--- config.mk ---
export PLATFORM = sky130hd
export DESIGN_NAME = am_lock_top
export DESIGN_NICKNAME = d
export VERILOG_FILES = /design/src/am_lock_pkg.sv /design/src/am_lock_config.sv /design/src/am_comparator.sv /design/src/am_lock_fsm.sv /design/src/bip_calculator.sv /design/src/am_error_counter.sv /design/src/am_lock_top.sv
export SDC_FILE = /design/constraint.sdc
export NUM_CORES = 1
export LEC_CHECK = 0
export ABC_AREA = 1
export BUFFER_PORTS_ARGS = -buffer_cell sky130_fd_sc_hd__buf_2
export CAP_MARGIN = 25
export CORE_AREA = 2 2 220 222
export CTS_CLUSTER_DIAMETER = 60
export CTS_CLUSTER_SIZE = 20
export DETAILED_ROUTE_END_ITERATION = 6
export DIE_AREA = 0 0 222 224
export PLACE_DENSITY = 0.56
export SETUP_SLACK_MARGIN = 0.4
export SLEW_MARGIN = 20
export SYNTH_ARGS = -nofsm -noshare
export SYNTH_HDL_FRONTEND = slang
export SYNTH_SLANG_ARGS = --single-unit
--- constraint.sdc ---
create_clock -name i_clock -period 6.6 [get_ports i_clock]
set_clock_uncertainty 0.05 [all_clocks]
set_input_delay 0.66 -clock i_clock [delete_from_list [all_inputs] [get_ports i_clock]]
set_output_delay 0.66 -clock i_clock [all_outputs]
set_load 0.005 [all_outputs]
--- src/am_lock_pkg.sv ---
/*
  Alignment marker lock package: coded block and marker field types,
  configuration bundle, register map, lock FSM states and lane marker table
*/
`default_nettype none

package am_lock_pkg;

    localparam int NB_BLOCK     = 66;
    localparam int NB_AM        = 48;
    localparam int NB_BIP       = 8;
    localparam int NB_AM_PERIOD = 14;
    localparam int NB_THR       = 3;

    // coded block seen as a marker, M0 first on the wire
    typedef struct packed {
        logic [1:0]        sync;   // sync header
        logic [23:0]       m012;   // M0 M1 M2
        logic [NB_BIP-1:0] bip3;
        logic [23:0]       m456;   // M4 M5 M6
        logic [NB_BIP-1:0] bip7;
    } am_block_t;

    typedef struct packed {
        logic                    enable;
        logic [NB_THR-1:0]       valid_thr;
        logic [NB_THR-1:0]       invalid_thr;
        logic [NB_AM-1:0]        compare_mask;   // 1 = bit compared
        logic [NB_AM_PERIOD-1:0] am_period;      // data blocks between markers
        logic [2:0]              spare;
    } am_cfg_t;

    localparam logic [2:0] CFG_CTRL    = 3'd0;
    localparam logic [2:0] CFG_THR     = 3'd1;
    localparam logic [2:0] CFG_MASK_LO = 3'd2;
    localparam logic [2:0] CFG_MASK_HI = 3'd3;
    localparam logic [2:0] CFG_PERIOD  = 3'd4;

    typedef enum logic [1:0] {
        ST_RESET  = 2'd0,
        ST_SEARCH = 2'd1,
        ST_VERIFY = 2'd2,
        ST_LOCKED = 2'd3
    } lock_state_t;

    // per-lane marker, M0..M2 then M4..M6 (M4..M6 are the inverted M0..M2)
    localparam logic [NB_AM-1:0] AM_TABLE [20] = '{
        48'hC16821_3E97DE, 48'h9D718E_628E71, 48'h594BE8_A6B417, 48'h4D957B_B26A84,
        48'hF50709_0AF8F6, 48'hDD14C2_22EB3D, 48'h9A4A26_65B5D9, 48'h7B4566_84BA99,
        48'hA02476_5FDB89, 48'h68C9FB_973604, 48'hFD6C99_029366, 48'hB99155_466EAA,
        48'h5CB9B2_A3464D, 48'h1AF8BD_E50742, 48'h83C7CA_7C3835, 48'h3536CD_CAC932,
        48'hC4314C_3BCEB3, 48'hADD6B7_522948, 48'h5F662A_A099D5, 48'hC0F0E5_3F0F1A
    };

endpackage

`default_nettype wire

--- src/am_lock_config.sv ---
/*
  Configuration registers for the marker lock, loaded by single-cycle
  write strobes and presented to the lock logic as one bundle
*/
`timescale 1ns/10ps
`default_nettype none

module am_lock_config
    import am_lock_pkg::*;
(
    input  wire          i_clock,
    input  wire          i_reset,
    input  wire          i_cfg_write,
    input  wire  [2:0]   i_cfg_addr,
    input  wire  [31:0]  i_cfg_wdata,
    output am_cfg_t      o_cfg
);

    always_ff @(posedge i_clock)
    begin
        if (i_reset)
        begin
            o_cfg.enable       <= 1'b0;
            o_cfg.valid_thr    <= 3'd3;
            o_cfg.invalid_thr  <= 3'd4;
            o_cfg.compare_mask <= '1;             // compare every bit
            o_cfg.am_period    <= '1;             // 16383 blocks
            o_cfg.spare        <= '0;
        end
        else if (i_cfg_write)
        begin
            case (i_cfg_addr)
                CFG_CTRL:
                    o_cfg.enable <= i_cfg_wdata[0];
                CFG_THR:
                begin
                    o_cfg.valid_thr   <= i_cfg_wdata[2:0];
                    o_cfg.invalid_thr <= i_cfg_wdata[6:4];
                end
                CFG_MASK_LO:
                    o_cfg.compare_mask[31:0] <= i_cfg_wdata;
                CFG_MASK_HI:
                    o_cfg.compare_mask[NB_AM-1:32] <= i_cfg_wdata[NB_AM-33:0];
                CFG_PERIOD:
                    o_cfg.am_period <= i_cfg_wdata[NB_AM_PERIOD-1:0];
                default:
                    o_cfg.spare <= o_cfg.spare;    // unmapped address
            endcase
        end
    end

endmodule

`default_nettype wire

--- src/am_comparator.sv ---
/*
  Marker comparator: masked match of the received marker fields against
  the first N_ALIGNER lane table entries, all in parallel
*/
`timescale 1ns/10ps
`default_nettype none

module am_comparator
    import am_lock_pkg::*;
#(
    parameter int N_ALIGNER = 20
)
(
    input  wire am_block_t              i_data,
    input  wire [NB_AM-1:0]             i_compare_mask,
    input  wire [N_ALIGNER-1:0]         i_lane_select,   // one-hot from FSM
    output logic [N_ALIGNER-1:0]        o_match_vector,
    output logic                        o_match
);

    logic [NB_AM-1:0] candidate;

    assign candidate = {i_data.m012, i_data.m456};   // BIP fields skipped

    always_comb
    begin
        for (int lane = 0; lane < N_ALIGNER; lane++)
        begin
            // masked-off bits never cause a mismatch
            o_match_vector[lane] =
                ((candidate ^ AM_TABLE[lane]) & i_compare_mask) == '0;
        end
    end

    assign o_match = |(o_match_vector & i_lane_select);   // chosen lane only

endmodule

`default_nettype wire

--- src/am_lock_fsm.sv ---
/*
  Marker lock FSM: searches for any lane marker, verifies it at the
  programmed period and holds lock until too many slots mismatch
*/
`timescale 1ns/10ps
`default_nettype none

module am_lock_fsm
    import am_lock_pkg::*;
#(
    parameter int N_ALIGNER = 20
)
(
    input  wire                         i_clock,
    input  wire                         i_reset,
    input  wire                         i_valid,
    input  wire                         i_block_lock,
    input  wire am_cfg_t                i_cfg,
    input  wire [N_ALIGNER-1:0]         i_match_vector,
    input  wire                         i_match,
    output logic [N_ALIGNER-1:0]        o_lane_select,
    output logic [$clog2(N_ALIGNER)-1:0] o_lane_id,
    output logic                        o_am_lock,
    output logic                        o_resync,
    output logic                        o_marker_slot
);

    localparam int NB_LANE_ID = $clog2(N_ALIGNER);

    lock_state_t             state;
    logic [NB_AM_PERIOD-1:0] timer;          // blocks left to next slot
    logic [NB_THR-1:0]       valid_count;
    logic [NB_THR-1:0]       invalid_count;
    logic [N_ALIGNER-1:0]    first_lane;
    logic [NB_LANE_ID-1:0]   lane_code;
    logic                    run;
    logic                    slot;
    logic                    valid_done;
    logic                    invalid_done;

    assign run          = i_cfg.enable & i_block_lock;
    assign slot         = (timer == '0);    // this block is an expected marker
    assign valid_done   = ({1'b0, valid_count} + 1'b1) >= {1'b0, i_cfg.valid_thr};
    assign invalid_done = ({1'b0, invalid_count} + 1'b1) >= {1'b0, i_cfg.invalid_thr};

    // lowest matching lane wins during search
    always_comb
    begin
        first_lane = '0;
        for (int i = N_ALIGNER - 1; i >= 0; i--)
        begin
            if (i_match_vector[i])
            begin
                first_lane    = '0;
                first_lane[i] = 1'b1;
            end
        end
    end

    always_comb
    begin
        lane_code = '0;
        for (int i = 0; i < N_ALIGNER; i++)
        begin
            if (o_lane_select[i])
                lane_code = NB_LANE_ID'(i);
        end
    end

    // marker and loss-of-lock strobes belong to the current block
    always_comb
    begin
        o_marker_slot = 1'b0;
        o_resync      = o_am_lock & ~run;    // lock lost with the lane
        if (run && i_valid)
        begin
            case (state)
                ST_SEARCH:
                    o_marker_slot = |i_match_vector;
                ST_VERIFY:
                    o_marker_slot = slot & i_match;
                ST_LOCKED:
                begin
                    o_marker_slot = slot & i_match;
                    o_resync      = slot & ~i_match & invalid_done;
                end
                default:
                    o_marker_slot = 1'b0;
            endcase
        end
    end

    always_ff @(posedge i_clock)
    begin
        if (i_reset)
        begin
            state         <= ST_RESET;
            timer         <= '0;
            valid_count   <= '0;
            invalid_count <= '0;
            o_lane_select <= '0;
            o_lane_id     <= '0;
            o_am_lock     <= 1'b0;
        end
        else if (!run)
        begin
            state         <= ST_SEARCH;
            valid_count   <= '0;
            invalid_count <= '0;
            o_am_lock     <= 1'b0;
        end
        else if (i_valid)
        begin
            case (state)
                ST_SEARCH:
                begin
                    if (|i_match_vector)
                    begin
                        o_lane_select <= first_lane;
                        timer         <= i_cfg.am_period;
                        valid_count   <= '0;
                        state         <= ST_VERIFY;
                    end
                end
                ST_VERIFY:
                begin
                    if (!slot)
                        timer <= timer - 1'b1;
                    else if (!i_match)
                        state <= ST_SEARCH;       // wrong or missing marker
                    else
                    begin
                        timer <= i_cfg.am_period;
                        if (valid_done)
                        begin
                            state         <= ST_LOCKED;
                            o_am_lock     <= 1'b1;
                            o_lane_id     <= lane_code;
                            invalid_count <= '0;
                        end
                        else
                            valid_count <= valid_count + 1'b1;
                    end
                end
                ST_LOCKED:
                begin
                    if (!slot)
                        timer <= timer - 1'b1;
                    else if (i_match)
                    begin
                        timer         <= i_cfg.am_period;
                        invalid_count <= '0;
                    end
                    else if (invalid_done)
                    begin
                        state         <= ST_SEARCH;
                        o_am_lock     <= 1'b0;
                        invalid_count <= '0;
                    end
                    else
                    begin
                        timer         <= i_cfg.am_period;   // keep slot spacing
                        invalid_count <= invalid_count + 1'b1;
                    end
                end
                default:
                    state <= ST_SEARCH;
            endcase
        end
    end

endmodule

`default_nettype wire

--- src/bip_calculator.sv ---
/*
  BIP3 calculator: running bit-interleaved parity of the coded blocks
  since the last marker, restarted by a marker or a resync
*/
`timescale 1ns/10ps
`default_nettype none

module bip_calculator
    import am_lock_pkg::*;
(
    input  wire                  i_clock,
    input  wire                  i_reset,
    input  wire                  i_valid,
    input  wire [NB_BLOCK-1:0]   i_data,
    input  wire                  i_restart,
    output logic [NB_BIP-1:0]    o_bip
);

    logic [NB_BIP-1:0] accum;
    logic [NB_BIP-1:0] block_parity;

    // bit j covers payload bits 8k+j, sync bits land on 2 and 5
    always_comb
    begin
        block_parity = '0;
        for (int k = 0; k < (NB_BLOCK - 2) / NB_BIP; k++)
        begin
            block_parity = block_parity ^ i_data[k*NB_BIP +: NB_BIP];
        end
        block_parity[2] = block_parity[2] ^ i_data[NB_BLOCK-2];   // sync bit 64
        block_parity[5] = block_parity[5] ^ i_data[NB_BLOCK-1];   // sync bit 65
    end

    always_ff @(posedge i_clock)
    begin
        if (i_reset)
            accum <= '0;
        else if (i_restart)
            accum <= '0;                  // marker itself left out
        else if (i_valid)
            accum <= accum ^ block_parity;
    end

    assign o_bip = accum;                 // blocks strictly before this one

endmodule

`default_nettype wire

--- src/am_error_counter.sv ---
/*
  BIP3 error and resync counters: sums differing BIP bits at each locked
  marker and counts loss-of-lock events, both saturating
*/
`timescale 1ns/10ps
`default_nettype none

module am_error_counter
    import am_lock_pkg::*;
#(
    parameter int NB_ERROR_COUNTER  = 32,
    parameter int NB_RESYNC_COUNTER = 8
)
(
    input  wire                          i_clock,
    input  wire                          i_reset,
    input  wire                          i_marker_slot,
    input  wire                          i_am_lock,
    input  wire                          i_resync,
    input  wire [NB_BIP-1:0]             i_calc_bip,
    input  wire [NB_BIP-1:0]             i_recv_bip,
    output logic [NB_ERROR_COUNTER-1:0]  o_error_count,
    output logic [NB_RESYNC_COUNTER-1:0] o_resync_count
);

    logic [$clog2(NB_BIP+1)-1:0] bit_errors;
    logic [NB_ERROR_COUNTER:0]   error_sum;   // one extra bit for overflow

    always_comb
    begin
        bit_errors = '0;
        for (int i = 0; i < NB_BIP; i++)
            bit_errors = bit_errors + (i_calc_bip[i] ^ i_recv_bip[i]);
    end

    assign error_sum = {1'b0, o_error_count} + (NB_ERROR_COUNTER + 1)'(bit_errors);

    always_ff @(posedge i_clock)
    begin
        if (i_reset || i_resync)
            o_error_count <= '0;
        else if (i_marker_slot && i_am_lock)
            o_error_count <= error_sum[NB_ERROR_COUNTER] ? '1
                                                         : error_sum[NB_ERROR_COUNTER-1:0];
    end

    always_ff @(posedge i_clock)
    begin
        if (i_reset)
            o_resync_count <= '0;
        else if (i_resync && (o_resync_count != '1))
            o_resync_count <= o_resync_count + 1'b1;   // holds at max
    end

endmodule

`default_nettype wire

--- src/am_lock_top.sv ---
/*
  Alignment marker lock, one receive lane: configuration, comparator,
  lock FSM, BIP check and an output stage that swaps markers for idles
*/
`timescale 1ns/10ps
`default_nettype none

module am_lock_top
    import am_lock_pkg::*;
#(
    parameter int N_ALIGNER         = 20,
    parameter int NB_ERROR_COUNTER  = 32,
    parameter int NB_RESYNC_COUNTER = 8
)
(
    input  wire                          i_clock,
    input  wire                          i_reset,
    input  wire                          i_valid,
    input  wire                          i_block_lock,
    input  wire [NB_BLOCK-1:0]           i_data,
    input  wire                          i_cfg_write,
    input  wire [2:0]                    i_cfg_addr,
    input  wire [31:0]                   i_cfg_wdata,
    output logic                         o_valid,
    output logic [NB_BLOCK-1:0]          o_data,
    output logic                         o_start_of_lane,
    output logic                         o_am_lock,
    output logic [$clog2(N_ALIGNER)-1:0] o_lane_id,
    output logic                         o_resync,
    output logic [NB_ERROR_COUNTER-1:0]  o_error_count,
    output logic [NB_RESYNC_COUNTER-1:0] o_resync_count
);

    localparam logic [NB_BLOCK-1:0] IDLE_BLOCK = {2'b10, 8'h1E, 56'h0};   // control, idles

    am_cfg_t              cfg;
    am_block_t            in_block;
    logic [N_ALIGNER-1:0] match_vector;
    logic [N_ALIGNER-1:0] lane_select;
    logic                 match;
    logic                 marker_slot;
    logic                 resync;
    logic [NB_BIP-1:0]    calc_bip;

    assign in_block = am_block_t'(i_data);

    am_lock_config u_config (
        .i_clock     (i_clock),
        .i_reset     (i_reset),
        .i_cfg_write (i_cfg_write),
        .i_cfg_addr  (i_cfg_addr),
        .i_cfg_wdata (i_cfg_wdata),
        .o_cfg       (cfg)
    );

    am_comparator #(.N_ALIGNER(N_ALIGNER)) u_comparator (
        .i_data         (in_block),
        .i_compare_mask (cfg.compare_mask),
        .i_lane_select  (lane_select),
        .o_match_vector (match_vector),
        .o_match        (match)
    );

    am_lock_fsm #(.N_ALIGNER(N_ALIGNER)) u_lock_fsm (
        .i_clock        (i_clock),
        .i_reset        (i_reset),
        .i_valid        (i_valid),
        .i_block_lock   (i_block_lock),
        .i_cfg          (cfg),
        .i_match_vector (match_vector),
        .i_match        (match),
        .o_lane_select  (lane_select),
        .o_lane_id      (o_lane_id),
        .o_am_lock      (o_am_lock),
        .o_resync       (resync),
        .o_marker_slot  (marker_slot)
    );

    bip_calculator u_bip_calculator (
        .i_clock   (i_clock),
        .i_reset   (i_reset),
        .i_valid   (i_valid),
        .i_data    (i_data),
        .i_restart (marker_slot | resync),
        .o_bip     (calc_bip)
    );

    am_error_counter #(
        .NB_ERROR_COUNTER  (NB_ERROR_COUNTER),
        .NB_RESYNC_COUNTER (NB_RESYNC_COUNTER)
    ) u_error_counter (
        .i_clock        (i_clock),
        .i_reset        (i_reset),
        .i_marker_slot  (marker_slot),
        .i_am_lock      (o_am_lock),
        .i_resync       (resync),
        .i_calc_bip     (calc_bip),
        .i_recv_bip     (in_block.bip3),
        .o_error_count  (o_error_count),
        .o_resync_count (o_resync_count)
    );

    always_ff @(posedge i_clock)
    begin
        if (i_reset)
        begin
            o_valid         <= 1'b0;
            o_start_of_lane <= 1'b0;
            o_resync        <= 1'b0;
        end
        else
        begin
            o_valid         <= i_valid;
            o_start_of_lane <= marker_slot;
            o_resync        <= resync;
        end
    end

    always_ff @(posedge i_clock)
    begin
        o_data <= marker_slot ? IDLE_BLOCK : i_data;   // marker leaves as idle
    end

endmodule

`default_nettype wire

# Yosys cells after proc, flatten, opt, wreduce, memory -nomap -nowiden
# Cells that the tools add are included.
[classes]
mux = 80
div_mod_pow = 0
bitwise_logic = 67
addsub = 14
n_lt_le_gt_ge = 2
n_eq_ne = 26
shifts = 0
mul = 0
n_reduce_logical = 47
[op_table]
columns = ["operator", "n"]
rows = [
  ["AND 48 bit", 20],
  ["logical NOT 48 bit", 20],
  ["NOT 24 bit", 20],
  ["two-way mux 20 bit", 20],
  ["two-way mux 14 bit", 6],
  ["bitwise XOR 8 bit", 8],
  ["two-way mux 3 bit", 14],
  ["case mux 14 bit (3 select lines)", 1],
  ["OR reduction 20 bit", 2],
  ["adder 32 x 4 -> 33 bit", 1],
  ["two-way mux 32 bit", 1],
  ["two-way mux 4 bit", 8],
  ["adder 4 bit", 7],
  ["AND reduction 6 bit", 4],
  ["AND 20 bit", 1],
  ["two-way mux 5 bit", 4],
  ["two-way mux 2 bit", 9],
  ["!= test 3 bit, second input constant", 6],
  ["logical NOT 14 bit", 1],
  ["AND reduction 7 bit", 2],
  ["subtractor 14 x 1 -> 14 bit, second input constant", 1],
  ["two-way mux 1 bit", 12],
  ["!= test 2 x 1 -> 1 bit, second input constant", 6],
  ["case mux 3 bit (2 select lines)", 2],
  ["29 further kinds", 60],
]
[word_totals]
romBits = 0
latch_bits = 0
reg_bits = 234
out_inout_bits = 115
mem_count = 0
input_bits = 106
mem_bits_rw = 0
elab_cells = 257

# Depth between registers and ports, before layout
[logic_depth]
ltp_word = 23
depth_mapped = 22
depth_no_buf = 22

# By module
# A second synthesis with hierarchy kept.
[hier_totals]
cells_unflattened = 2357
hier_area_um2 = 14625.3
[modules_own_cells]
columns = ["mod", "cells_per_inst", "area_per_inst_um2", "seq_area_each_um2", "instances"]
rows = [
  ["am_lock_fsm", 436, 3029.2, 960.9, 1],
  ["am_error_counter", 437, 2844.0, 800.8, 1],
  ["am_comparator", 652, 2787.7, 0.0, 1],
  ["am_lock_config", 330, 2557.5, 1381.3, 1],
  ["am_lock_top", 215, 1981.9, 1381.3, 1],
  ["bip_calculator", 287, 1425.1, 160.2, 1],
]

# Worst setup path before layout
# OpenSTA, ideal clock, no wires.
[synth_timing]
path_type = "input port to flip-flop"
from = "input i_data[33]"
to = "register u_error_counter.o_error_count[10]"
setup_slack_ns = 1.576
path_stages = 21
setup_ns = 0.070
t_required_ns = 6.480
arrival_time_ns = 4.904
path_buffers = 1
path_cell_list = "xnor2_1 -> fa_1 -> fa_1 -> fa_1 -> inv_1 -> ha_1 -> fa_1 -> xor2_1 -> ha_1 -> nand3_1 -> nand2_1 -> nand2_1 -> nor2_2 -> inv_1 -> nor2_2 -> and3_1 -> nand4_1 -> clkbuf_1 -> nand3_1 -> nand4_1 -> a21oi_1"
[synth_via]
elab_chain_cells = 10
[synth_rtl]
columns = ["element", "line_no", "source"]
rows = [
  ["from (decl)", "am_lock_top.sv:20", "input wire [NB_BLOCK-1:0] i_data,"],
  ["bitwise XOR 1 bit", "am_error_counter.sv:33", "bit_errors = bit_errors + (i_calc_bip[i] ^ i_recv_bip[i]);"],
  ["adder 4 bit (7 in series)", "am_error_counter.sv:33", ""],
  ["adder 32 x 4 -> 33 bit", "am_error_counter.sv:36", "assign error_sum = {1'b0, o_error_count} + (NB_ERROR_COUNTER + 1)'(bit_errors);"],
  ["two-way mux 32 bit", "am_error_counter.sv:43", "o_error_count <= error_sum[NB_ERROR_COUNTER] ? '1"],
  ["to (signal assigned)", "am_error_counter.sv:43", ""],
  ["to (decl)", "am_error_counter.sv:22", "output logic [NB_ERROR_COUNTER-1:0] o_error_count,"],
]
# No other way between the ends.
# A chain may end at the register's enable or synchronous reset.

# Worst setup path in the final report
[layout_timing]
from = "register u_bip_calculator.accum[1] (netlist: u_bip_calculator.o_bip[1])"
to = "register u_error_counter.o_error_count[3]"
[layout_via]
elab_chain_cells = 10
[layout_rtl]
columns = ["element", "line_no", "source"]
rows = [
  ["from (decl)", "bip_calculator.sv:19", "logic [NB_BIP-1:0] accum;"],
  ["from (signal assigned)", "bip_calculator.sv:41", "accum <= accum ^ block_parity;"],
  ["bitwise XOR 1 bit", "am_error_counter.sv:33", ""],
  ["adder 4 bit (7 in series)", "am_error_counter.sv:33", ""],
  ["adder 32 x 4 -> 33 bit", "am_error_counter.sv:36", ""],
  ["two-way mux 32 bit", "am_error_counter.sv:43", ""],
]
# No other way between the ends.

==> metrics.md <==
| Metric | Value |
|---|---|
| Place WS | `0.411 ns` |
| Filler cells | `5174` |
| First-pass GRT wire length | `81.9 mm` |
| Pin count of the biggest net entering global routing | `99` |
| Routed wire per std cell | `17.8 um` |
| Top cells by area, synth | `dfxtp_1 33%, nand2_1 17%, nor2_1 9.9%, nand3_1 6.0%, inv_1 4.0%` |
| Clock Path Buffers | `3` |
| R2R setup slack | `0.84 ns` |
| Combinational fraction of design power | `17.7%` |
| Synth Register Bits | `234` |
| Post-synthesis sequential area ratio | `33.3%` |
| Final Setup Violations | `0` |
| Multi-input gate area | `0.00829 mm^2` |
| Most common cell in the netlist | `nand2_1` |
| Hpwl dp | `42.9 mm` |
| Min-Delay Path Class | `in2reg` |
| # DRC | `0` |
| Sw frac | `31.9%` |
| Setup WS post-layout | `0.839 ns` |
| TNS Setup | `0 ns` |
| Synth-to-layout area growth | `18.8%` |
| Ys Warns | `0` |
| Maximum VDD drop | `0.174 mV` |
| Grt total ovfl | `0` |
| Synth top area share | `33.3%` |
| First-iteration detailed-routing DRC count | `1059` |
| GR Util met3 | `3.25%` |
| Ports | `221` |
| CTS tree | `done` |
| Worst Hold Path EP | `u_config.o_cfg[44]$_SDFFE_PP1P_` |
| Initial Utilization | `29.7%` |
| RSZ-0062 raised after global routing | `false` |
| Overall routing resource usage | `21.2%` |
| Post-layout minimum cycle time | `5.76 ns` |
| CTS H-tree lvls | `1` |
| Met1 usage | `29.5%` |
| Register share of total power | `38.4%` |
| Slew @ Worst Pin | `0.763 ns` |
| IO buf count | `220` |
| Post-synth EDFFs | `0` |
| Post-synth top cells | `647 x nand2_1, 372 x nor2_1, 234 x dfxtp_1` |
| Req. time, crit path | `7.06 ns` |
| Switch Pwr | `1.24 mW` |
| Vias | `14598` |
| DR vias/cell | `4.86` |
| WP data arrival | `6.22 ns` |
| Reg2reg end | `u_error_counter.o_error_count[3]$_SDFFE_PP0P_` |
| Part of the cycle the worst path needs | `87.3%` |
| Reg2Reg Launch Point | `u_bip_calculator.o_bip[1]$_SDFFE_PP0P_` |
| First drt pass iteration count | `5` |
| Hold_buf cts | `0` |
| Total nets after synthesis | `2299` |
| CP Capture Type | `flop` |
| Nets | `2500` |
| Post-synthesis cell type count | `50` |
| Syn avg cell area | `6.50 um^2` |
| Routability congestion estimate | `0.977` |
| Final ANT Viol Nets | `0` |
| Max transition margin | `48.8%` |
| Chip Height | `224 um` |
| Max cap viols | `0` |
| Layer with the highest usage | `met2` |
| # rows | `80` |
| Final WL | `53.6 mm` |
| Static leakage | `7.71 nW` |
| Placed Area | `0.0156 mm^2` |
| Max Freq | `174 MHz` |
| Core ar. | `0.0473 mm^2` |
| Sequential cell area | `0.00468 mm^2` |
| Design area | `0.0167 mm^2` |
| Power Density | `232 mW/mm^2` |
| Synth Cell Area | `0.0141 mm^2` |
| Chip Width | `222 um` |
| CTS resizes | `0` |
| Total Die Area | `0.0497 mm^2` |
| Final-report hold violation count | `0` |
| Gate Count Post-Synth | `2166` |
| Area leader, netlist | `dfxtp_1` |
| Setup Crit Path Kind | `reg2reg` |
| Status | `completed` |
| Via count of the first global-routing pass | `13906` |
| Root Driver | `clkbuf_16` |
| Asr flop ratio synth | `0%` |
| Max Slew Vio Count | `0` |
| FF-to-FF path depth | `21` |
| Post CTS Setup Buffer Count | `0` |
| Critical Path Start Type | `flop` |
| Clk pwr share | `43.9%` |
| Min-delay src | `i_cfg_wdata[27]` |
| Share of cells above drive strength 1 | `19.6%` |
| Worst skew pair latency | `0.59 ns` |
| Worst Hold Path Cells | `3` |
| Met2 Use GR | `34.2%` |
| Synth Flop Type | `dfxtp_1` |
| CP max FO | `19` |
| Worst-path clk slew | `0.07 ns` |
| Total clock sinks | `234` |
| Int Power | `2.64 mW` |
| Initial antenna violation count | `1` |
| TritonCTS Buffers | `28` |
[state kept, by name, indices dropped and copies added, names as in the netlist]
| register | flops |
|---|---|
| u_config.o_cfg | 69 |
| o_data | 66 |
| u_error_counter.o_error_count | 32 |
| u_lock_fsm.o_lane_select | 20 |
| u_lock_fsm.timer | 14 |
| u_bip_calculator.o_bip | 8 |
| u_error_counter.o_resync_count | 8 |
| u_lock_fsm.o_lane_id | 5 |
| u_lock_fsm.invalid_count | 3 |
| u_lock_fsm.valid_count | 3 |
| u_lock_fsm.state | 2 |
| o_resync | 1 |
| o_start_of_lane | 1 |
| o_valid | 1 |
| u_lock_fsm.o_am_lock | 1 |
[routing by layer]
layer	wire length [um]	vias up	part of all wire, %
met4	1180	0	2.2
met2	23900	411	45
met3	3370	69	6.3
met1	25200	6831	47
li1	-	7287	-
met5	0	-	0
[kinds of logic (layout without fill, tap and decap cells)]
kind of cell	after synthesis	after routing	synth area share (%)
AO/OA/AOI/OAI	138	138	5.61
XOR/XNOR	87	87	5.41
adder cells (fa/ha/maj)	27	27	2.67
buffers and inverters	254	477	8.01
flip-flops	234	234	33.3
other	0	1	0
AND/OR/NAND/NOR	1426	1426	45.0
[cell type report]
| class | count | share of cell area (%) |
|---|---|---|
| antenna | 1 | 0.0150 |
| clock buffer | 29 | 4.21 |
| clock inverter | 23 | 2.00 |
| inverter | 197 | 4.45 |
| multi-input combinational | 1678 | 49.5 |
| sequential | 234 | 28.0 |
| tap | 615 | 4.60 |
| timing repair buffer | 228 | 7.18 |
[cell usage in the layout, fill, tap and decap left out, types with 3 or more instances in the layout]
cell type  count
nand2_1      647
nor2_1       370
dfxtp_1      234
buf_2        220
nand3_1      169
inv_1        149
a21oi_1       73
nand4_1       62
nand2_2       50
xor2_1        49
inv_2         46
o21ai_0       44
xnor2_1       38
nor2_2        28
clkbuf_16     28
nor3_1        26
ha_1          22
or2_2         20
nand3_2       11
nor4_1         8
nor2_4         7
clkinv_8       7
nand2_4        6
a211oi_2       6
buf_4          6
fa_1           5
inv_6          4
nand3b_1       4
inv_8          4
inv_12         4
nand3_4        3
a31oi_1        3
[through the flow]
step / cells / hold slack, ns / utilization, % / power [mW]
after floorplan: 2166 / 0.385 / - / 1.97
after global placement: 2950 / 0.404 / 33.0 / 2.19
after detailed placement: 2950 / 0.407 / 33.0 / 2.20
after CTS: 3002 / 0.215 / 35.2 / 3.93
after global routing: 3005 / 0.238 / 35.3 / 4.08
final: 3005 / 0.238 / 35.3 / 3.88
[worst max path at each step]
| stage | startpoint | endpoint | slack, ns | cells after the start |
|---|---|---|---|---|
| after CTS | u_bip_calculator.o_bip[1]$_SDFFE_PP0P_ | u_error_counter.o_error_count[3]$_SDFFE_PP0P_ | 0.82 | 21 |
| final | u_bip_calculator.o_bip[1]$_SDFFE_PP0P_ | u_error_counter.o_error_count[3]$_SDFFE_PP0P_ | 0.84 | 21 |
| after detailed placement | i_data[33] | u_error_counter.o_error_count[3]$_SDFFE_PP0P_ | 0.41 | 22 |
| after global routing | u_bip_calculator.o_bip[1]$_SDFFE_PP0P_ | u_error_counter.o_error_count[3]$_SDFFE_PP0P_ | 0.46 | 21 |
| after global placement | i_data[32] | u_error_counter.o_error_count[11]$_SDFFE_PP0P_ | 0.55 | 22 |
| after floorplan | i_data[33] | u_error_counter.o_error_count[10]$_SDFFE_PP0P_ | 1.58 | 21 |
[power groups by stage]
stage	combinational (mW)	sequential, mW	clock, mW
3_3_place_gp	0.670	1.52	0
5_1_grt	0.781	1.50	1.81
4_1_cts	0.685	1.49	1.75
6_report	0.686	1.49	1.70
2_1_floorplan	0.448	1.52	0
3_5_place_dp	0.681	1.52	0
[critical path: stages (launching register included)]
cell and delay [ns]:
dfxtp_1 0.34, xnor2_1 0.23, fa_1 0.50, fa_1 0.54, fa_1 0.54, inv_1 0.05, ha_1 0.22, fa_1 0.38
xor2_1 0.17, ha_1 0.39, nand3_1 0.13, nand2_1 0.14, nand2_1 0.10, nor2_2 0.13, inv_1 0.10, nor2_2 0.14
and3_1 0.21, nand4_1 0.49, buf_4 0.44, o21ai_0 0.11, nand4_1 0.12, a21oi_1 0.17
Power figures use the tool's default switching activity.
